$ cat config.mk
export PLATFORM = sky130hd
export DESIGN_NAME = icache_lookup
export DESIGN_NICKNAME = d
export VERILOG_FILES = /design/src/icache_pkg.sv /design/src/icache_lookup.sv
export SDC_FILE = /design/constraint.sdc
export NUM_CORES = 1
export LEC_CHECK = 0
export ABC_AREA = 1
export BUFFER_PORTS_ARGS = -buffer_cell sky130_fd_sc_hd__buf_2
export CORE_AREA = 5 5 116 118
export DETAILED_ROUTE_END_ITERATION = 7
export DIE_AREA = 0 0 121 123
export PLACE_DENSITY = 0.74
export SYNTH_ARGS = -nofsm -noshare
export SYNTH_HDL_FRONTEND = slang
export SYNTH_SLANG_ARGS = --single-unit
$ cat constraint.sdc
create_clock -name vclk -period 2.5
set_input_delay 0.125 -clock vclk [all_inputs]
set_output_delay 0.125 -clock vclk [all_outputs]
set_load 0.05 [all_outputs]
$ cat src/icache_pkg.sv
// Shared geometry and types for the four-way instruction cache.
// Every cache module imports this package, and the widths of all
// internal buses follow from the constants below.

`default_nettype none

package icache_pkg;

   ////////////////////////////////////////////////////////////
   // Geometry
   ////////////////////////////////////////////////////////////

   localparam int ADDR_W = 32;
   localparam int WORD_W = 32;
   // log2 of line bytes, sets and ways
   localparam int P_LINE = 4;
   localparam int P_SETS = 4;
   localparam int P_WAYS = 2;
   localparam int PAGE_W = 12;
   localparam int BEATS  = 4;
   localparam int TAG_W  = ADDR_W - P_SETS - P_LINE;

   localparam int NWAYS = 1 << P_WAYS;
   localparam int NSETS = 1 << P_SETS;

   ////////////////////////////////////////////////////////////
   // Types
   ////////////////////////////////////////////////////////////

   typedef logic [P_WAYS-1:0]        way_t;
   typedef logic [P_SETS-1:0]        set_t;
   typedef logic [ADDR_W-PAGE_W-1:0] ppn_t;
   typedef logic [PAGE_W-1:0]        page_off_t;

   // Physical address split
   typedef struct packed {
      logic [TAG_W-1:0]  tag;
      set_t              set;
      logic [P_LINE-3:0] word;
      logic [1:0]        byte_off;
   } paddr_t;

   typedef struct packed {
      logic             valid;
      logic [TAG_W-1:0] tag;
   } tag_entry_t;

   // 3 is most recently used, 0 is the replacement candidate
   typedef logic [P_WAYS-1:0] lru_rank_t;

   // Tag and rank write-back for one set
   typedef struct packed {
      logic [NWAYS-1:0]       tag_we;
      logic [NWAYS-1:0]       lru_we;
      tag_entry_t [NWAYS-1:0] entry;
      lru_rank_t [NWAYS-1:0]  rank;
      set_t                   set;
   } tag_wr_t;

   typedef struct packed {
      logic   hit;
      way_t   hit_way;
      way_t   victim_way;
      paddr_t paddr;
   } lookup_t;

endpackage

`default_nettype wire

$ cat src/icache_lookup.sv
// Second-stage lookup. Joins the physical page number with the held
// page offset, compares against every way and picks hit and victim.
// Also builds the tag and rank write-back for the current set:
// boot clearing, LRU promotion on a hit and tag allocation on a miss.

`timescale 1ns/1ps
`default_nettype none

module icache_lookup
   import icache_pkg::*;
(
   input  tag_entry_t [NWAYS-1:0] entries,
   input  lru_rank_t [NWAYS-1:0]  ranks,
   input  ppn_t                   ppn,
   input  page_off_t              page_off_q,
   input  wire                    req_q,
   input  set_t                   set_q,
   input  wire                    idle,
   input  wire                    boot,
   input  set_t                   boot_set,
   output lookup_t                result,
   output tag_wr_t                wr
);

   paddr_t           paddr;
   logic [NWAYS-1:0] match;
   way_t             hit_way;
   way_t             victim_way;
   lru_rank_t        hit_rank;

   assign paddr = paddr_t'({ppn, page_off_q});

   // Tag compare and way encoders
   always_comb
   begin
      hit_way    = '0;
      victim_way = '0;
      for (int w = 0; w < NWAYS; w++)
      begin
         match[w] = entries[w].valid && (entries[w].tag == paddr.tag);
         if (match[w])
            hit_way = way_t'(w);
         // Ranks form a permutation, so exactly one way sits at 0
         if (ranks[w] == '0)
            victim_way = way_t'(w);
      end
   end

   assign hit_rank = ranks[hit_way];

   assign result.hit        = |match;
   assign result.hit_way    = hit_way;
   assign result.victim_way = victim_way;
   assign result.paddr      = paddr;

   ////////////////////////////////////////////////////////////
   // Tag and LRU write-back
   ////////////////////////////////////////////////////////////

   always_comb
   begin
      wr     = '0;
      wr.set = boot ? boot_set : set_q;
      if (boot)
      begin
         // Invalidate and start each rank at its way index
         for (int w = 0; w < NWAYS; w++)
         begin
            wr.tag_we[w] = 1'b1;
            wr.lru_we[w] = 1'b1;
            wr.rank[w]   = lru_rank_t'(w);
         end
      end
      else if (idle && req_q && result.hit)
      begin
         for (int w = 0; w < NWAYS; w++)
         begin
            wr.lru_we[w] = 1'b1;
            if (match[w])
               wr.rank[w] = '1;
            else if (ranks[w] > hit_rank)
               wr.rank[w] = ranks[w] - 1'b1;
            else
               wr.rank[w] = ranks[w];
         end
      end
      else if (idle && req_q)
      begin
         // Miss allocates the victim and the re-read hit promotes it
         wr.tag_we[victim_way]      = 1'b1;
         wr.entry[victim_way].valid = 1'b1;
         wr.entry[victim_way].tag   = paddr.tag;
      end
   end

endmodule

`default_nettype wire

Word-level counts from Yosys, hierarchy flattened --
Index checks and enable logic that the tools add are counted.
Cells by class: add/sub/neg operators 4, multiply operators 0, div/mod/pow operators 0, order comparisons 7, equality and inequality tests 4, shifts and indexed selects 0, multiplexer cells 33, bitwise operators 0, reduce and logical (&&, ||, !) cells 11
Operator list (number):
- $mux W100 | 3
- $bwmux W100 | 1
- $demux W25 S2 | 2
- $eq A24 B24 Y1 | 4
- $mux W2 | 13
- $mux W25 | 1
- $mux W24 | 1
- $mux W8 | 3
- $mux W4 | 4
- $gt A2 B2 Y1 | 4
- $sub A2 B1 Y2 const B | 4
- $logic_and A1 B1 Y1 | 7
- $logic_not A2 Y1 | 3
- $lt A2 B3 Y1 const B | 2
- $bmux W2 S2 | 1
- $reduce_or A4 Y1 | 1
- $mux W1 | 3
- $demux W1 S2 | 1
- $ge A2 B1 Y1 const B | 1
Word-level totals: register bits 0, latch bits 0, RAM bits 0, ROM bits 0, input bits 151, output and inout port bits 157, logic and storage cells 59, memories kept 0

Longest topological paths before layout --
depth after elaboration 12, depth in mapped cells 24, depth with buffers taken out 23

Least setup slack after synthesis --
OpenSTA, ideal clock, no wires.
kind input to output, from input ppn[18], to output wr[109] in the netlist's numbering, data arrival time 2.975 ns, required time 2.375 ns, path slack -0.600 ns, cell stages on the path 17, buffers on the path 2, path through clkbuf_2 inv_1 nand2_1 nand2_1 inv_1 nand2_1 nor2_1 nand2_1 nor2_1 nand2_2 nand2_4 inv_4 nand3_4 nor3_2 inv_2 buf_6 nor2_1
RTL lines:
- start: declaration | RTL line icache_lookup.sv:14 | input ppn_t ppn,
- end: declaration | RTL line icache_lookup.sv:22 | output tag_wr_t wr

==> flow_summary.yaml <==
worst_hold_path:
  hp-start: "page_off_q[0]"
  min_to: "result[0]"
  hp-class: "input port to output pin"
  hold_depth: 0
synth:
  postSynthCellCount: 671
  synth.top_cell.area_share: 0.206
  yosys.area.top_type: "nand2_1"
  yosys.cell_count.top_type: "nand2_1"
  netlist_area_sq_um: 3270
  yosys.cell_types.count: 37
  seq_area_frac_synth: 0
  yosysWarnings: 0
  yosys-top-cells-count: "179 x nand2_1, 145 x nor2_1, 104 x inv_1, 36 x buf_4, 27 x nand3_1"
  yosys-top-cells-area: "nand2_1 21%, nor2_1 17%, inv_1 12%"
  syn_nets: 830
  synth_area_per_cell_sq_um: 4.87
drt:
  viasPerCell: 4.62
  drc: 0
  first_iter_violations: 395
  wl_per_cell_um: 17.0
  routed_wl_um: 20600
  num_vias: 5611
  ant_nets: 0
  first_pass_iters: 5
power_and_ir_drop:
  power_switching_share: 0.618
  clkPwrFrac: 0
  pwr-share-seq: 0
  ir_worst_vdd_v: 0.0000889
  powerDensity_nw_per_um2: 163
  switchingPower_w: 0.000704
  combinationalPowerShare: 1.000
  p_int_w: 0.000435
  leakage_nw: 3.88
finish:
  fin_cells: 1215
  drive_above_1_share: 0.591
  seq_cells: 0
  nClkBuffers: 0
  fin_util: 0.566
  area_growth_pct: 114
  seq_area_sq_um: 0
  nets: 1202
global_route:
  grt_max_degree: 14
  grt-ovfl-total: 0
  grt_pass1_wl_um: 27400
  antenna_found_initial: 1
  grt_pass1_vias: 5170
  grt_use_total: 0.234
worst_setup_path:
  path_class: "input port to output pin"
  worstPathRequired_ns: 2.38
  path_cells: "buf_6 > buf_12 > xnor2_1 > nand3_1 > nor2_1 > nand2_1 > nor2_4 > nand2_4 > nand2_2 > o22ai_2 > nand2_1 > o211ai_1 > ha_1 > inv_2 > nand2_2 > nand2_2 > a21oi_1 > nor2_2 > nor2_4 > buf_6"
  critical-path-max-stage-delay_ns: 0.35
  cp_common_cell: "nand2_2"
  start_kind: "input port"
  slowest_stage: "ha_1"
  cp-startpoint: "ppn[14]"
  worst_ep_arrival_time_ns: 2.60
  endpoint_kind: "output pin"
  critPathMaxFanout: 5
placed_design:
  port_buffers: 292
  dp.cells: 1177
  dp_hpwl_um: 16300
  globalplace.congestion: 0.914
sta:
  setup_viol: 13
  tightest_slew_ns: 0.504
  layout_setup_ws_ns: -0.229
  min_period_ns: 2.73
  fin_crit_sh: 1.09
  rsz0062_at_grt: "yes"
  fmax_mhz: 366
  slew_violations: 0
  maxSlewHeadroom: 0.663
  hold_violations: 0
status:
  status: "complete, but fails checks"
  failed_checks: "setup timing"
floorplanning:
  core_area_sq_um: 12400
  dieArea_sq_um: 14900
  fp.dieW_um: 121
  start_util: 0.264
  die_height_um: 123
  ios: 308
  std_cell_rows: 41
job:
  drv_cap: 0
## stage by stage
step	total power [W]	hold slack [ns]	area, sq um	setup TNS, ns	setup slack (ns)
after floorplan	0.000636	0.313	3650	-13.16	-0.364
after global placement	0.000970	0.250	5770	-5.23	-0.321
after detailed placement	0.000975	0.250	5770	-3.67	-0.334
after CTS	0.00104	0.250	6110	-1.11	-0.159
after global routing	0.00122	0.250	7000	-7.26	-0.421
final	0.00114	0.250	7000	-2.03	-0.229
## critical path, delay by kind of cell
kind / cells / cell delay, ns
compound gates: 3 / 0.46
xor+xnor: 1 / 0.18
fa+ha+maj: 1 / 0.35
buf+inv: 4 / 0.44
simple gates: 11 / 1.05
## cells by family after synthesis
family          count (synthesis)  share of synthesized area
simple gates                  426                      0.571
buf+inv                       175                      0.259
compound gates                 31                     0.0559
xor+xnor                       31                     0.0830
fa+ha+maj                       8                     0.0306
## placed cells by master, fill, tap and decap left out, types with 3 or more instances in the layout
cell / n
buf_2: 197
nand2_1: 158
buf_4: 109
inv_1: 89
nor2_1: 69
buf_6: 63
nor2_4: 54
nor2_2: 49
nand2_2: 28
clkbuf_4: 24
xnor2_1: 21
inv_2: 21
nand3_1: 18
nand4_1: 14
buf_12: 12
o21ai_0: 11
buf_8: 11
inv_4: 9
nand3_2: 9
xor2_1: 8
ha_1: 8
o21ai_1: 5
nor3_1: 5
a21oi_1: 4
nor3_4: 4
clkbuf_16: 4
or2_0: 3
nand2_4: 3
o211ai_1: 3
nor4_1: 3
## worst max-delay path by stage
stage / end / cells past startpoint
floorplan: wr[109] / 17
global route: wr[7] / 20
finish: wr[4] / 20
global placement: wr[9] / 21
CTS: wr[9] / 23
detailed placement: wr[11] / 22
## layer usage
metal,share of wire,vias up,GRT usage
met1,0.39,2521,0.292
met3,0.077,42,0.0252
met2,0.51,324,0.440
met5,0,-,0
met4,0.027,0,0.0390
li1,-,2724,-
## what timing repair did
item	in CTS	in global routing
hold buffers	0	0
setup buffers	15	18
cloned	0	4
pin swaps	43	37
gates resized for setup	78	260
setup endpoints to repair	72	104
## power groups by stage
stage	Clock (W)	Sequential, W	Combinational [W]
after floorplan	0	0	0.000636
after global placement	0	0	0.000970
after detailed placement	0	0	0.000975
after CTS	0	0	0.00104
after global routing	0.0000000000536	0	0.00122
final	0.000000000107	0	0.00114
## area by class of cell
type / instances / area, sq um
multi-input cells: 496 / 3060
diodes: 2 / 5.00
fillers: 1181 / 5360
repair buffers: 420 / 3200
inverters: 125 / 523
well taps: 172 / 215
Note: power is estimated with default switching activity, not from simulation.
