### src/icache_pkg.sv
// Shared geometry and types for the four-way instruction cache.
// Every cache module imports this package, and the widths of all
// internal buses follow from the constants below.

`default_nettype none

package icache_pkg;

   ////////////////////////////////////////////////////////////
   // Geometry
   ////////////////////////////////////////////////////////////

   localparam int ADDR_W = 32;
   localparam int WORD_W = 32;
   // log2 of line bytes, sets and ways
   localparam int P_LINE = 4;
   localparam int P_SETS = 4;
   localparam int P_WAYS = 2;
   localparam int PAGE_W = 12;
   localparam int BEATS  = 4;
   localparam int TAG_W  = ADDR_W - P_SETS - P_LINE;

   localparam int NWAYS = 1 << P_WAYS;
   localparam int NSETS = 1 << P_SETS;

   ////////////////////////////////////////////////////////////
   // Types
   ////////////////////////////////////////////////////////////

   typedef logic [P_WAYS-1:0]        way_t;
   typedef logic [P_SETS-1:0]        set_t;
   typedef logic [ADDR_W-PAGE_W-1:0] ppn_t;
   typedef logic [PAGE_W-1:0]        page_off_t;

   // Physical address split
   typedef struct packed {
      logic [TAG_W-1:0]  tag;
      set_t              set;
      logic [P_LINE-3:0] word;
      logic [1:0]        byte_off;
   } paddr_t;

   typedef struct packed {
      logic             valid;
      logic [TAG_W-1:0] tag;
   } tag_entry_t;

   // 3 is most recently used, 0 is the replacement candidate
   typedef logic [P_WAYS-1:0] lru_rank_t;

   // Tag and rank write-back for one set
   typedef struct packed {
      logic [NWAYS-1:0]       tag_we;
      logic [NWAYS-1:0]       lru_we;
      tag_entry_t [NWAYS-1:0] entry;
      lru_rank_t [NWAYS-1:0]  rank;
      set_t                   set;
   } tag_wr_t;

   typedef struct packed {
      logic   hit;
      way_t   hit_way;
      way_t   victim_way;
      paddr_t paddr;
   } lookup_t;

endpackage

`default_nettype wire

### src/icache_tag_ram.sv
// Tag and LRU-rank storage for all ways of the cache.
// One registered read port gives the whole set to the lookup stage.
// A write to the set being read at the same edge is forwarded, so
// back-to-back accesses to one set see the latest entries and ranks.

`timescale 1ns/1ps
`default_nettype none

module icache_tag_ram
   import icache_pkg::*;
(
   input  wire                    clk,
   input  wire                    ibus_rst_n,
   input  wire                    rd_en,
   input  set_t                   rd_set,
   input  tag_wr_t                wr,
   output tag_entry_t [NWAYS-1:0] entries,
   output lru_rank_t [NWAYS-1:0]  ranks
);

   tag_entry_t tag_mem  [NWAYS][NSETS];
   lru_rank_t  rank_mem [NWAYS][NSETS];

   // Per-way tag and rank arrays
   always_ff @(posedge clk)
   begin
      for (int w = 0; w < NWAYS; w++)
      begin
         if (wr.tag_we[w])
            tag_mem[w][wr.set] <= wr.entry[w];
         if (wr.lru_we[w])
            rank_mem[w][wr.set] <= wr.rank[w];
      end
   end

   // Registered read with write forwarding
   always_ff @(posedge clk or negedge ibus_rst_n)
   begin
      if (!ibus_rst_n)
      begin
         entries <= '0;
         ranks   <= '0;
      end
      else if (rd_en)
      begin
         for (int w = 0; w < NWAYS; w++)
         begin
            entries[w] <= (wr.tag_we[w] && wr.set == rd_set) ? wr.entry[w]
                                                             : tag_mem[w][rd_set];
            ranks[w]   <= (wr.lru_we[w] && wr.set == rd_set) ? wr.rank[w]
                                                             : rank_mem[w][rd_set];
         end
      end
   end

endmodule

`default_nettype wire

### config.mk
export PLATFORM = sky130hd
export DESIGN_NAME = icache_tag_ram
export DESIGN_NICKNAME = d
export VERILOG_FILES = /design/src/icache_pkg.sv /design/src/icache_tag_ram.sv
export SDC_FILE = /design/constraint.sdc
export NUM_CORES = 2
export LEC_CHECK = 0
export ABC_CLOCK_PERIOD_IN_PS = 1400
export BUFFER_PORTS_ARGS = -buffer_cell sky130_fd_sc_hd__buf_2
export CAP_MARGIN = 20
export CORE_MARGIN = 2
export CORE_UTILIZATION = 40
export DETAILED_ROUTE_END_ITERATION = 8
export GPL_TIMING_DRIVEN = 0
export SLEW_MARGIN = 5
export SYNTH_ARGS = -nofsm -noshare
export SYNTH_HDL_FRONTEND = slang
export SYNTH_SLANG_ARGS = --single-unit
export TNS_END_PERCENT = 50
### constraint.sdc
create_clock -name clk -period 1.4 [get_ports clk]
set_input_delay 0.07 -clock clk [delete_from_list [all_inputs] [get_ports clk]]
set_output_delay 0.07 -clock clk [all_outputs]
set_load 0.01 [all_outputs]
# After elaboration in Yosys (flattened, before gate mapping)
# Memory sizes are Yosys's and may differ from the RTL's.
# Index checks and enable logic that the tools add are counted.
[op_classes] order_cmp=3 eq_ne=1 n_mux=52 n_bitwise=2 reduce_logical=9
[op_table] operator="$mux W400" n=4
[op_table] operator="$bmux W25 S4" n=4
[op_table] operator="$mux W25" n=13
[op_table] operator="$mux W32" n=4
[op_table] operator="$demux W25 S4" n=1
[op_table] operator="$bmux W2 S4" n=4
[op_table] operator="$mux W2" n=13
[op_table] operator="$ge A5 B5 Y1 const B" n=2
[op_table] operator="$not A4 Y5" n=2
[op_table] operator="$logic_and A1 B1 Y1" n=9
[op_table] operator="$demux W2 S4" n=1
[op_table] operator="$mux W1" n=8
[op_table] operator="$lt A5 B1 Y1 const B" n=1
[op_table] operator="$eq A4 B4 Y1" n=1
[totals] register_bits=108 mem_bits_rw=1728 inputBits=127 out_inout_bits=108 elab_cells=81 mem_count=2
[mem_list] name="tag_mem" depth=4 width=400 rd=4 rd_clocked_by_memory_dff=0 wr=4 line="icache_tag_ram.sv:21" text="tag_entry_t tag_mem [NWAYS][NSETS];"
[mem_list] name="rank_mem" depth=4 width=32 rd=4 rd_clocked_by_memory_dff=0 wr=4 line="icache_tag_ram.sv:22" text="lru_rank_t rank_mem [NWAYS][NSETS];"

# Depth between registers and ports, before layout
[logic_depth] ltp_word=6 mapped_depth=7 depth_no_buf=4

# Worst setup path after synthesis
# No wires, ideal clock.
[synth_path] path_type="input -> register" from="input port wr[0] (netlist name)" to="memory tag_mem[0][375] (netlist name) (enable)" setup_time_ps=384 arrival_ps=1489 t_required_ps=1016 path_slack_ps=-473 cell_stages=3 n_path_buf=1 cell_sequence="buf_2 > nor4_1 > and2_1"
[synth_rtl] element="start: declaration" line="icache_tag_ram.sv:16" text="input tag_wr_t wr,"
[synth_rtl] element="end: declaration" line="icache_tag_ram.sv:21"

==> run summary <==
CTS tree - yes
Top achievable clock speed - 605 MHz
Clk_lat worst skew - 820 ps
Drt pass-1 iters - 6
H-tree depth - 4
Die span in y - 424 um
Via-to-Cell Ratio - 5.72
Die width - 424 um
Layout cell share with drive strength beyond 1 - 34.0%
Post-CTS Hold Fix Bufs - 119
Initial antenna violation count - 31
Area delta synth->final - 18.3%
Fillers - 14500
Top Ports - 235
Max-cap violations - 0
DRC Markers - 0
CP endpoint kind - register
Arrival time worst endpoint - 2090 ps
Wire per inst - 30.3 um
Startpoint Class - primary input
Period Utilization, post-route - 118%
Worst path cell trace - clkbuf_1 > clkbuf_1 > and2_2
CTS Sinks - 1836
Hpwl dp - 117000 um
Worst r2r dst - entries[51]
Slowest stage cell, crit path - and2_2
Final Critical Period - 1650 ps
Setup crit start - wr[119]
Largest net degree at the start of global routing - 61
Slew HR - 22.4%
Largest stage delay on the critical path - 840 ps
Area of the multi-input gates - 16000 um^2
Skew final - 23.1 ps
TritonCTS Buffers - 181
RSZ-0062 raised after global routing - yes
Initial Util - 40.2%
GP Congestion - 0.791
Seq/Total Area, Yosys - 77.2%
Yosys reg bits - 1836
Final Routed Wirelength - 193000 um
Clock transition at the registers of the reported paths - 60 ps
First-pass GRT wire length - 271000 um
Critical path fanouts, max - 25
RR Startpoint - tag_mem[2][226]
1st-iter DRT viols - 4522
Netlist Area Pre-Place - 70700 um^2
Synth Net Count - 3436
DR vias - 36500
Tot GR Track Use - 21.2%
Levels on crit path - 3
Syn avg cell area - 21.4 um^2
Rows - 154
CP required - 1840 ps
Min Hold Slack - -260 ps
Static leakage - 26.9 nW
Most frequent CP cell - clkbuf_1
WP buf/inv - 2
Peak supply drop - 1.40 mV
Worst-margin pin slew - 1160 ps
Fin nets - 3989
I/O Buffers - 220
Setup crit end - tag_mem[3][61]
Pwr per Cell Area - 1420 nW/um^2
Failing checks - hold timing, setup timing
Core Box Area - 176000 um^2
Reg2reg path depth - 4
Register area - 54600 um^2
Top delay family on crit path - buffers and inverters
Final WS setup - -253 ps
Clock Path Buffers - 3
Type of the worst setup path - primary input to register
Post-DRT Antenna Nets - 0
Gr ovfl total - 0
Fin. max-slew vios - 0
Die ar. - 180000 um^2
Synth unique cells - 24
Status - finished with violations
Cells after synthesis - 3309
Dpl ws - -1330 ps
Yosys warns - 0
Final setup vio count - 630
Final hold vios - 7
Final Total Pwr - 119 mW
Vias in the first global route - 37100
Clk root buf - clkbuf_16
Reg2Reg Setup Slack - -160 ps
Hold WC Path Type - primary input to register
[flip-flops by register name (all words and copies together), names as in the netlist]
signal,cells
rank_mem,128
entries,100
ranks,8
tag_mem,1600
[cell usage in the layout (no fill, tap or decap), types with 24 or more instances in the layout]
| cell | instances |
|---|---|
| nor2_1 | 104 |
| dfrtp_2 | 32 |
| clkinv_2 | 24 |
| a31oi_1 | 100 |
| and2_1 | 65 |
| dlygate4sd3_1 | 119 |
| clkbuf_16 | 185 |
| a22oi_2 | 172 |
| buf_2 | 239 |
| edfxtp_1 | 1728 |
| clkbuf_8 | 27 |
| clkbuf_1 | 148 |
| buf_6 | 65 |
| a22oi_1 | 44 |
| mux4_2 | 432 |
| and2_4 | 51 |
| nand3_1 | 100 |
| dfrtp_1 | 76 |
| a22o_1 | 100 |
| buf_4 | 55 |
[kinds of logic after synthesis]
logic type / after synthesis / synth area share (%)
flops: 1836 / 77.2
mux: 432 / 13.8
compound gates: 432 / 4.63
simple gates: 375 / 2.72
xor+xnor: 4 / 0.0495
buf+inv: 230 / 1.65
[worst min-delay path, delay by kind of cell]
| family | cells | cell delay (ps) |
|---|---|---|
| simple gates | 1 | 120 |
| compound gates | 2 | 180 |
| buf+inv | 1 | 150 |
[per-layer routing]
metal	GRT usage, %	part of all wire, %	vias to the layer above
li1	-	-	15100
met1	27.6	39	19400
met2	35.5	50	1507
met3	3.63	6.8	383
met4	8.84	4.2	4
met5	0	0.014	-
[worst min-delay path by stage]
stage / start / end / slack (ps) / cells past startpoint
floorplan: ibus_rst_n / entries[0] / -230 / 0
global placement: wr[86] / tag_mem[2][274] / 460 / 1
detailed placement: ibus_rst_n / entries[64] / 60 / 1
CTS: rd_en / ranks[7] / -330 / 4
global route: rd_en / ranks[7] / -240 / 4
finish: rd_en / ranks[7] / -260 / 4
[through the flow]
step / hold slack [ps] / utilization (%) / std cells / instance area, um^2 / setup TNS [ps]
after global placement: 462 / 42.6 / 5869 / 74900 / -3146360
after CTS: -328 / 47.2 / 6349 / 83000 / -57530
after detailed placement: 56.3 / 42.8 / 5890 / 75200 / -1544880
after floorplan: -226 / - / 3309 / 70800 / -141220
final: -260 / 47.6 / 6370 / 83700 / -50900
after global routing: -241 / 47.6 / 6369 / 83700 / -56430
[power by group]
group	internal (mW)	leakage [nW]	switching [mW]
Clock	27.5	2.85	20.6
Sequential	61.6	16.8	0.769
Combinational	3.48	7.24	4.98
[cells in the mapped netlist]
cell type / number / share of area, %
mux4_2: 432 / 14
nor2_2: 1 / 0.0089
nor2b_1: 10 / 0.088
clkbuf_1: 104 / 0.55
xor2_1: 4 / 0.050
nor2_1: 109 / 0.58
buf_1: 9 / 0.048
edfxtp_1: 1728 / 73
nand2b_1: 4 / 0.035
nand3_1: 100 / 0.71
nor3_1: 6 / 0.042
a41o_1: 8 / 0.11
buf_2: 67 / 0.47
and2_1: 129 / 1.1
buf_4: 41 / 0.44
a31oi_1: 100 / 0.88
nand2_1: 14 / 0.074
nor4_1: 1 / 0.0089
a31o_1: 8 / 0.099
nor4_4: 1 / 0.030
buf_6: 9 / 0.14
dfrtp_1: 108 / 3.8
a22oi_1: 216 / 2.3
a22o_1: 100 / 1.2
[final cells by class]
class,count,share of cell area [%]
Timing Repair Buffer,370,3.55
Buffer,230,1.45
Antenna cell,12,0.0359
Multi-Input combinational cell,1243,19.2
Tap cell,2340,3.50
Clock inverter,62,0.725
Sequential cell,1836,65.3
Clock buffer,277,6.27
[repair_timing]
item                        CTS  global route
hold endpoints to repair   1992             7
setup endpoints to repair  1040           911
setup buffers                 1             9
resized for setup           176           168
pin swaps                   102           144
Note: power is estimated with default switching activity, not from simulation.
