File: src/icache_pkg.sv
// Shared geometry and types for the four-way instruction cache.
// Every cache module imports this package, and the widths of all
// internal buses follow from the constants below.

`default_nettype none

package icache_pkg;

   ////////////////////////////////////////////////////////////
   // Geometry
   ////////////////////////////////////////////////////////////

   localparam int ADDR_W = 32;
   localparam int WORD_W = 32;
   // log2 of line bytes, sets and ways
   localparam int P_LINE = 4;
   localparam int P_SETS = 4;
   localparam int P_WAYS = 2;
   localparam int PAGE_W = 12;
   localparam int BEATS  = 4;
   localparam int TAG_W  = ADDR_W - P_SETS - P_LINE;

   localparam int NWAYS = 1 << P_WAYS;
   localparam int NSETS = 1 << P_SETS;

   ////////////////////////////////////////////////////////////
   // Types
   ////////////////////////////////////////////////////////////

   typedef logic [P_WAYS-1:0]        way_t;
   typedef logic [P_SETS-1:0]        set_t;
   typedef logic [ADDR_W-PAGE_W-1:0] ppn_t;
   typedef logic [PAGE_W-1:0]        page_off_t;

   // Physical address split
   typedef struct packed {
      logic [TAG_W-1:0]  tag;
      set_t              set;
      logic [P_LINE-3:0] word;
      logic [1:0]        byte_off;
   } paddr_t;

   typedef struct packed {
      logic             valid;
      logic [TAG_W-1:0] tag;
   } tag_entry_t;

   // 3 is most recently used, 0 is the replacement candidate
   typedef logic [P_WAYS-1:0] lru_rank_t;

   // Tag and rank write-back for one set
   typedef struct packed {
      logic [NWAYS-1:0]       tag_we;
      logic [NWAYS-1:0]       lru_we;
      tag_entry_t [NWAYS-1:0] entry;
      lru_rank_t [NWAYS-1:0]  rank;
      set_t                   set;
   } tag_wr_t;

   typedef struct packed {
      logic   hit;
      way_t   hit_way;
      way_t   victim_way;
      paddr_t paddr;
   } lookup_t;

endpackage

`default_nettype wire

File: src/icache_refill_fsm.sv
// Cache control FSM. Sweeps all sets after reset, detects misses,
// issues the line address on the instruction bus and counts the
// returning beats. After the last beat the held set is read again
// so the stalled request completes as a hit.

`timescale 1ns/1ps
`default_nettype none

module icache_refill_fsm
   import icache_pkg::*;
(
   input  wire     clk,
   input  wire     ibus_rst_n,
   input  wire     req_q,
   input  lookup_t result,
   input  wire     ibus_aready,
   input  wire     ibus_bvalid,
   output logic    boot,
   output set_t    boot_set,
   output logic    idle,
   output logic    reread,
   output logic    stall,
   output logic    dout_vld,
   output logic    ibus_avalid,
   output paddr_t  ibus_aaddr,
   output logic    beat_we,
   output logic [1:0] beat,
   output way_t    fill_way,
   output set_t    fill_set
);

   typedef enum logic [2:0] {S_BOOT, S_IDLE, S_ADDR, S_DATA, S_DONE} state_t;

   state_t     state_q;
   state_t     state_d;
   set_t       set_cnt;
   logic [1:0] beat_q;
   logic       miss;
   paddr_t     line_q;
   way_t       way_q;

   assign miss = req_q && !result.hit;

   always_comb
   begin
      state_d = state_q;
      case (state_q)
         S_BOOT:
            if (set_cnt == '0)
               state_d = S_IDLE;
         S_IDLE:
            if (miss)
               state_d = S_ADDR;
         S_ADDR:
            if (ibus_aready)
               state_d = S_DATA;
         S_DATA:
            if (ibus_bvalid && beat_q == 2'(BEATS - 1))
               state_d = S_DONE;
         S_DONE:
            state_d = S_IDLE;
         default:
            state_d = S_BOOT;
      endcase
   end

   always_ff @(posedge clk or negedge ibus_rst_n)
   begin
      if (!ibus_rst_n)
      begin
         state_q <= S_BOOT;
         set_cnt <= '1;
         beat_q  <= '0;
      end
      else
      begin
         state_q <= state_d;
         if (state_q == S_BOOT)
            set_cnt <= set_cnt - 1'b1;
         // Wraps back to zero after the last beat of a line
         if (beat_we)
            beat_q <= beat_q + 1'b1;
      end
   end

   // Refill target captured when leaving IDLE
   always_ff @(posedge clk)
   begin
      if (state_q == S_IDLE && miss)
      begin
         way_q  <= result.victim_way;
         line_q <= '{tag: result.paddr.tag, set: result.paddr.set, word: '0, byte_off: '0};
      end
   end

   assign boot     = (state_q == S_BOOT);
   assign idle     = (state_q == S_IDLE);
   assign reread   = (state_q == S_DONE);
   assign boot_set = set_cnt;

   // Fetch side
   assign stall    = !idle || miss;
   assign dout_vld = idle && req_q && result.hit;

   // Bus side
   assign ibus_avalid = (state_q == S_ADDR);
   assign ibus_aaddr  = line_q;
   assign beat_we     = (state_q == S_DATA) && ibus_bvalid;
   assign beat        = beat_q;
   assign fill_way    = way_q;
   assign fill_set    = line_q.set;

endmodule

`default_nettype wire

File: config.mk
export PLATFORM = sky130hd
export DESIGN_NAME = icache_refill_fsm
export DESIGN_NICKNAME = d
export VERILOG_FILES = /design/src/icache_pkg.sv /design/src/icache_refill_fsm.sv
export SDC_FILE = /design/constraint.sdc
export NUM_CORES = 1
export LEC_CHECK = 0
export ABC_AREA = 0
export BUFFER_PORTS_ARGS = -buffer_cell sky130_fd_sc_hd__buf_2
export CAP_MARGIN = 0
export CORE_ASPECT_RATIO = 1.1
export CORE_UTILIZATION = 41
export CTS_CLUSTER_DIAMETER = 150
export DETAILED_ROUTE_END_ITERATION = 8
export GPL_ROUTABILITY_DRIVEN = 0
export PLACE_DENSITY_LB_ADDON = 0.12
export SETUP_SLACK_MARGIN = 0.2
export SYNTH_ARGS = -nofsm -noshare
export SYNTH_HDL_FRONTEND = slang
export SYNTH_SLANG_ARGS = --single-unit
File: constraint.sdc
create_clock -name clk -period 4.6 [get_ports clk]
set_input_delay 0.92 -clock clk [delete_from_list [all_inputs] [get_ports clk]]
set_output_delay 0.92 -clock clk [all_outputs]
set_load 0.02 [all_outputs]
## After elaboration in Yosys (flattened, before gate mapping)

Index checks and enable logic that the tools add are counted.

| cells by class | value |
|---|---|
| add/subtract/negate cells | 2 |
| eq/ne operators | 9 |
| mux-type cells | 5 |
| reductions and logical operators | 12 |

Operators with widths:

| kind | number |
|---|---|
| 3-bit case mux with 5 select lines | 1 |
| 3-bit 2-to-1 mux | 4 |
| 3-bit by 2-bit == test with 1-bit output, second input constant | 2 |
| 1-bit logical AND | 6 |
| 4-bit logical NOT | 1 |
| 2-bit by 1-bit inequality test with 1-bit output, second input constant | 2 |
| 2-bit inequality test, second input constant | 2 |
| 4-bit AND reduction | 1 |
| 4-bit by 1-bit subtractor with 4-bit output, second input constant | 1 |
| 3-bit by 1-bit == test with 1-bit output, second input constant | 1 |
| 3-bit == test, second input constant | 1 |
| 3-bit logical NOT | 1 |
| 2-bit by 1-bit adder with 2-bit output, second input constant | 1 |
| 2-bit == test, second input constant | 1 |
| 1-bit logical NOT | 2 |
| 1-bit logical OR | 1 |

| word-level totals | value |
|---|---|
| flip-flop bits (word level) | 39 |
| input bits | 42 |
| output and inout bits | 51 |
| logic and storage cells | 34 |

## Logic depth before layout (Yosys ltp)

Gate-level depths: netlist of run 1.

| logic depth | value |
|---|---|
| depth after elaboration | 4 |
| gate-level depth with buffers | 5 |
| depth with buffers taken out | 5 |

## Least setup slack after synthesis of run 1

Ideal clock, no wire load.

| timing | value |
|---|---|
| path kind | flip-flop to flip-flop |
| from | reg state_q[1] |
| to | reg line_q, in the netlist fill_set[0], enable pin |
| library setup time | 0.461 ns |
| data arrival time | 3.245 ns |
| setup slack | 0.894 ns |
| cell stages (with the launch flop) | 4 |
| buffers on the path | 1 |
| clock period less this slack | 3.706 ns |
| path through | dfrtp_1 > buf_2 > nor3b_2 > nor3b_1 |

| on the way | value |
|---|---|
| longest elaborated chain between the ends | 2 |

RTL lines:

| what | RTL line | RTL |
|---|---|---|
| start, declared | icache_refill_fsm.sv:34 | `state_t state_q;` |
| start signal, assigned | icache_refill_fsm.sv:77 | `state_q <= state_d;` |
| 3-bit by 1-bit == test with 1-bit output | -- |  |
| net idle | icache_refill_fsm.sv:20 | `output logic idle,` |
| 1-bit logical AND | icache_refill_fsm.sv:89 | `if (state_q == S_IDLE && miss)` |
| end signal, assigned | icache_refill_fsm.sv:92 | `line_q <= '{tag: result.paddr.tag, set: result.paddr.set, word: '0, byte_off: '0};` |
| end, declared | icache_refill_fsm.sv:39 | `paddr_t line_q;` |

The timed path passes the listed nets, and every way through them passes these cells.
A chain may end at the register's enable or synchronous reset.

## Final worst setup path of run 1

| timing | value |
|---|---|
| from | in req_q |
| to | out stall |

| on the way | value |
|---|---|
| longest elaborated chain between the ends | 2 |

RTL lines:

| what | RTL line | RTL |
|---|---|---|
| start, declared | icache_refill_fsm.sv:14 | `input wire req_q,` |
| 1-bit logical AND | icache_refill_fsm.sv:42 | `assign miss = req_q && !result.hit;` |
| 1-bit logical OR | icache_refill_fsm.sv:102 | `assign stall = !idle \|\| miss;` |
| end, declared | icache_refill_fsm.sv:22 | `output logic stall,` |

Every way passes these cells.

==> implementation parameters, run 1 <==
Parameter                              Value

Power and ir drop
  Maximum VDD drop    0.000393 V
  Static leakage    0.867 nW
  Power per cell area    535 nW/µm²
  Post-layout power    1.04 mW

Outcome
  Outcome    finished, final reports clean

Layout
  Final Net Count    210
  Antenna diode count    0
  Synthesis-to-finish area growth    34.3%
  Layout cell share with drive strength beyond 1    58.1%

Worst setup path
  Max incr delay on CP    0.26 ns
  Crit path kind    in2out
  Slowest stage cell, crit path    o21ai_0
  Maximum net fanout on the critical path    3
  Data required time at the worst endpoint    3.68 ns
  Library cell appearing most often on the critical path    buf_2
  Sort of element at the start of the critical path    primary input
  Chain of cells forming the critical path    buf_2, inv_1, o21ai_0, buf_2
  Endpoint kind of the worst setup timing path    output port
  Data arrival time of the critical path    1.58 ns

STA
  Max-slew violation total from the final report    0
  Hold Slack    0.419 ns
  Final worst setup slack    2.10 ns
  Count of final hold-check violations    0
  RSZ-0062 raised after global routing    no
  Minimum clock period after layout    2.50 ns
  Maximum clock frequency    0.400 GHz
  Final setup violation count    0
  Transition at the pin with the smallest max-transition slack    0.529 ns
  Tightest slew margin relative to the limit    64.6%
  Final worst path period share    54.3%
  Accumulated negative setup slack    0 ns
  Worst-case clock skew    0.00162 ns

Global routing
  Number of global-route vias before repair    865
  Tot GR Track Use    14.6%
  Maximum number of pins on one net before global-route repair    25
  Antenna violations before repair    0
  Remaining Overflow, GRT    0
  First-pass GRT wire length    3.91 mm

Floorplan
  Die Wd    58.6 µm
  Chip Height    64.3 µm
  Core Footprint    3360 µm²
  I/O pin cnt    93
  Floorplan row count    22
  Die area    3770 µm²
  Starting Density    43.1%

Logic synthesis
  #FFs+latches synth    39
  Syn_area_per_cell    17.2 µm²
  Most area-consuming cells after synthesis    edfxtp_1, dfrtp_1, dfstp_2
  Portion of the post-synthesis area used by sequential elements    78.2%
  Cells after synthesis    84
  Count of cell types in the netlist    28
  Warnings, synthesis    0
  Share of the synthesized area in the top cell type    62.3%
  Yosys top cell by area    edfxtp_1
  Mapped cell area    1450 µm²

Routing
  Average wire per standard cell    11.8 µm
  Vias per Instance    4.49
  Sum of routed wire length over all layers    2.54 mm
  Total via count in the routed design    965
  Number of remaining DRC errors    0
  Antenna viol nets, final    0
  DRT iter0 DRCs    17
  Router iterations before antenna repair    4

Hold path
  Type of the worst min-delay path    in2async

Clocking
  CTS Buf Count    5
  Clock tree from TritonCTS    done
  Maximum clock insertion buffer count    2
  Clock latency of the later-clocked register in the worst-skew pair    0.33 ns
  Count of instances resized after the clock tree is built    0
  Clock slew at the register clock pins of the worst setup and hold paths    0.10 ns
  Root buffer cell    clkbuf_4
  H-tree level count    2
  CTS hold repair buffers    0
  Buffers inserted during post-CTS setup optimization    0
  TritonCTS Sinks    39

Placed design
  Placed wire-length estimate after detailed placement    1.94 mm
  Buffers added on ports    82
  Pre-CTS setup slack    2.14 ns

Flow run
  MaxCap Viol Count    0
==> through the flow <==
stage	util (%)	instance area, µm²	std cells
after detailed placement	55.6	1870	207
after CTS	57.8	1940	215
after global placement	55.6	1870	207
after floorplan	-	1460	87
final	57.8	1940	215
after global routing	57.8	1940	215
==> final cells by class <==
type | instances | area (µm²)
clock inverter | 3 | 38.8
tap | 48 | 60.1
inverter | 3 | 11.3
clock buffer | 5 | 37.5
multi-input combinational | 34 | 245
timing repair buffer | 83 | 418
sequential | 39 | 1130
fill | 285 | 1420
==> sequential cells by signal, indices dropped and copies added, names as in the netlist <==
register	count
beat	2
boot_set	4
fill_set	4
fill_way	2
ibus_aaddr	24
state_q	3
==> kinds of logic (layout without fill, tap and decap cells) <==
| family | count (synthesis) | after routing | synth area share (%) |
|---|---|---|---|
| AND/OR/NAND/NOR | 17 | 17 | 7.96 |
| buffers and inverters | 14 | 94 | 5.97 |
| flip-flops | 39 | 39 | 78.2 |
| XOR/XNOR | 4 | 4 | 2.42 |
| multiplexers | 2 | 2 | 1.47 |
| AO/OA/AOI/OAI | 5 | 5 | 1.99 |
| other | 1 | 4 | 0.259 |
| adder cells (fa/ha/maj) | 2 | 2 | 1.73 |
==> worst paths after layout <==
kind | from | end | slack (ns) | depth (start not counted)
worst max-delay path | req_q | stall | 2.10 | 4
worst min-delay path | ibus_rst_n | beat[0]$_DFFE_PN0P_ | 0.42 | 1
worst max register to register | state_q[1]$_DFFE_PN0P_ | fill_way[1]$_DFFE_PP_ | 2.57 | 3
worst min register to register | boot_set[3]$_DFFE_PN1P_ | boot_set[3]$_DFFE_PN1P_ | 0.51 | 1
max in group asynchronous | ibus_rst_n | boot_set[0]$_DFFE_PN1P_ | 3.94 | 1
min in group clk | boot_set[3]$_DFFE_PN1P_ | boot_set[3]$_DFFE_PN1P_ | 0.51 | 1
==> metal layers <==
layer  track usage (%)  vias to the layer above  share of wire [%]
met3              6.07                        5                9.0
met5                 0                        -                  0
met2              25.0                       48                 53
met4              6.25                        0                1.9
met1              15.7                      457                 36
li1                  -                      455                  -
==> Yosys cell counts (all sizes together) <==
library cell  count
edfxtp           30
buf              10
dfrtp             5
dfstp             4
nor3b             4
a21oi             3
inv               3
nand2             3
xnor2             3
ha                2
nor2              2
nor3              2
a2111oi           1
and2              1
and3              1
and4b             1
clkbuf            1
conb              1
mux2              1
mux2i             1
nand3             1
nor4b             1
nor4bb            1
o21ai             1
xor2              1
==> layout by cell type, fill, tap and decap left out, types with 2 or more instances in the layout <==
master	Yosys	layout
xnor2_1	3	3
nor3b_2	1	2
buf_2	2	82
edfxtp_1	30	30
inv_1	3	3
a21oi_1	3	3
clkbuf_4	0	5
nand2_1	3	3
dfstp_2	4	4
nor3b_1	3	2
dfrtp_1	5	5
conb_1	1	4
ha_1	2	2
nor2_1	2	2
==> worst max-delay path, delay by kind of cell <==
kind | cells | cell delay [ns]
buf+inv | 3 | 0.39
compound gates | 1 | 0.26
==> power breakdown <==
group | internal, mW | total [mW] | switching, mW | leakage, nW
Sequential | 0.460 | 0.517 | 0.0567 | 0.375
Clock | 0.112 | 0.214 | 0.102 | 0.0426
Combinational | 0.121 | 0.308 | 0.188 | 0.449
Total | 0.692 | 1.04 | 0.346 | 0.867
Note: power is estimated with default switching activity, not from simulation.
==> run 2: changes to the inputs <==
==> constraint.sdc (replaced) <==
create_clock -name clk -period 2.5 [get_ports clk]
set_input_delay 0.5 -clock clk [delete_from_list [all_inputs] [get_ports clk]]
set_output_delay 0.5 -clock clk [all_outputs]
set_load 0.02 [all_outputs]
==> implementation parameters, run 2 (same netlist as run 1, synthesis figures left out) <==
Parameter                              Value

Layout
  Sequential cell area    1130 µm²
  Utilization after layout    57.9%
  Layout Cell Area excl Fill    1940 µm²
  Synthesis-to-finish area growth    34.4%
  Flip-flop count of the largest register after layout    24
  Antenna diode count    0
  Most used cells in the layout excluding fill and tap cells    buf_2, edfxtp_1, dfrtp_1, clkbuf_4
  Final Net Count    211
  Count of fill cells added during filler insertion    306
  Commonest non-fill, non-tap cell in the layout    buf_2
  Total area of multi-input combinational cells    251 µm²
  Layout cell share with drive strength beyond 1    57.1%

Worst setup path
  Crit path kind    reg2out
  Maximum net fanout on the critical path    10
  Data arrival time of the critical path    1.49 ns
  Max incr delay on CP    0.51 ns
  Data required time at the worst endpoint    2.00 ns
  Endpoint kind of the worst setup timing path    output port
  Chain of cells forming the critical path    nor3b_2, o21ai_0, buf_2
  Startpoint of the lowest-slack register-to-register path    state_q[1]$_DFFE_PN0P_
  Start point of the critical path    state_q[1]$_DFFE_PN0P_
  Sort of element at the start of the critical path    flop
  Slowest stage cell, crit path    dfrtp_1

Clocking
  Clock tree from TritonCTS    done
  Clock slew at the register clock pins of the worst setup and hold paths    0.11 ns
  H-tree level count    2
  CTS Buf Count    5
  Clock latency of the later-clocked register in the worst-skew pair    0.33 ns
  Root buffer cell    clkbuf_4
  Maximum clock insertion buffer count    2
  TritonCTS Sinks    39

Power and ir drop
  Power per cell area    937 nW/µm²
  Maximum VDD drop    0.000595 V
  Static leakage    0.865 nW
  Int Power    1.19 mW
  Switch Pwr    631 µW
  Power share of the combinational group    32.0%
  Sequential group share of total power    52.0%
  Clock network fraction of total power    16.0%
  Fraction of power spent switching nets    34.7%

Routing
  Router iterations before antenna repair    3
  Average wire per standard cell    11.7 µm
  Number of remaining DRC errors    0
  DRT iter0 DRCs    16
  Total via count in the routed design    943
  Sum of routed wire length over all layers    2.52 mm
  Antenna viol nets, final    0
  Vias per Instance    4.37

STA
  Final worst path period share    79.7%
  Maximum clock frequency    0.502 GHz
  Worst-case clock skew    0.00977 ns
  RSZ-0062 raised after global routing    no
  Max-slew violation total from the final report    0
  Final worst setup slack    0.508 ns
  Count of final hold-check violations    0
  Accumulated negative setup slack    0 ns
  Minimum clock period after layout    1.99 ns
  Final setup violation count    0

Floorplan
  Floorplan row count    22
  Die area    3770 µm²
  Chip Height    64.3 µm
  Core Footprint    3360 µm²
  Die Wd    58.6 µm
  I/O pin cnt    93
  Starting Density    43.1%

Global routing
  Remaining Overflow, GRT    0
  Maximum number of pins on one net before global-route repair    28
  First-pass GRT wire length    3.68 mm
  Tot GR Track Use    13.7%
  Number of global-route vias before repair    823
  Antenna violations before repair    0

Flow run
  MaxCap Viol Count    0

Hold path
  Worst Hold Launch    result[31]
  Type of the worst min-delay path    in2reg

Placed design
  Buffers added on ports    82
  Placed wire-length estimate after detailed placement    1.89 mm
  Pre-CTS setup slack    0.777 ns
  Placement-stage cell area    1880 µm²

Outcome
  Outcome    finished, final reports clean
-- run 2: critical path, delay by kind of cell (launching register included) --
family,cells,cell delay (ns)
flip-flops,1,0.51
AND/OR/NAND/NOR,1,0.31
buffers and inverters,1,0.19
AO/OA/AOI/OAI,1,0.16
-- run 2: layout make-up --
type                       instances  share of cell area (%)
clock buffer                       7                    2.32
clock inverter                     1                   0.257
inverter                           3                   0.579
multi-input combinational         34                    12.9
sequential                        39                    58.2
tap                               48                    3.09
timing repair buffer              84                    22.7
-- run 2: power by group through the flow --
| stage | clock network [mW] | logic, mW | registers, mW |
|---|---|---|---|
| CTS | 0.307 | 0.590 | 0.948 |
| global placement | 0 | 0.578 | 0.956 |
| floorplan | 0 | 0.333 | 1.03 |
| finish | 0.292 | 0.583 | 0.946 |
| detailed placement | 0 | 0.589 | 0.962 |
| global route | 0.326 | 0.639 | 0.968 |
-- run 2: worst paths after layout --
| check | endpoint | slack [ns] | depth (start not counted) |
|---|---|---|---|
| setup / recovery | stall | 0.51 | 3 |
| max in group asynchronous | boot_set[3]$_DFFE_PN1P_ | 1.69 | 2 |
| hold reg to reg | beat[0]$_DFFE_PN0P_ | 0.49 | 1 |
| setup reg to reg | ibus_aaddr[27]$_DFFE_PP_ | 0.79 | 3 |
| min in group asynchronous | beat[1]$_DFFE_PN0P_ | 0.56 | 2 |
| hold / removal | ibus_aaddr[31]$_DFFE_PP_ | 0.34 | 1 |
-- run 2: per-layer routing --
layer / track usage, % / vias up / wire length, µm
met2: 24.1 / 49 / 1350
li1: - / 456 / -
met3: 5.87 / 4 / 242
met1: 13.5 / 434 / 897
met5: 0 / - / 0
met4: 6.25 / 0 / 38
-- run 2: stage by stage --
stage | power, mW | std cells | hold WS (ns)
final | 1.82 | 216 | 0.336
after global routing | 1.93 | 216 | 0.311
after CTS | 1.84 | 215 | 0.000956
after detailed placement | 1.55 | 207 | 0.367
after global placement | 1.53 | 207 | 0.361
after floorplan | 1.36 | 87 | 0.204
-- run 2: timing repair --
item | 4_1_cts | 5_1_grt
buffers inserted | 0 | 0
gates resized for setup | 0 | 0
endpoints found under the hold margin | 0 | 5
endpoints found under the setup margin | 0 | 0
hold buffers | 0 | 1
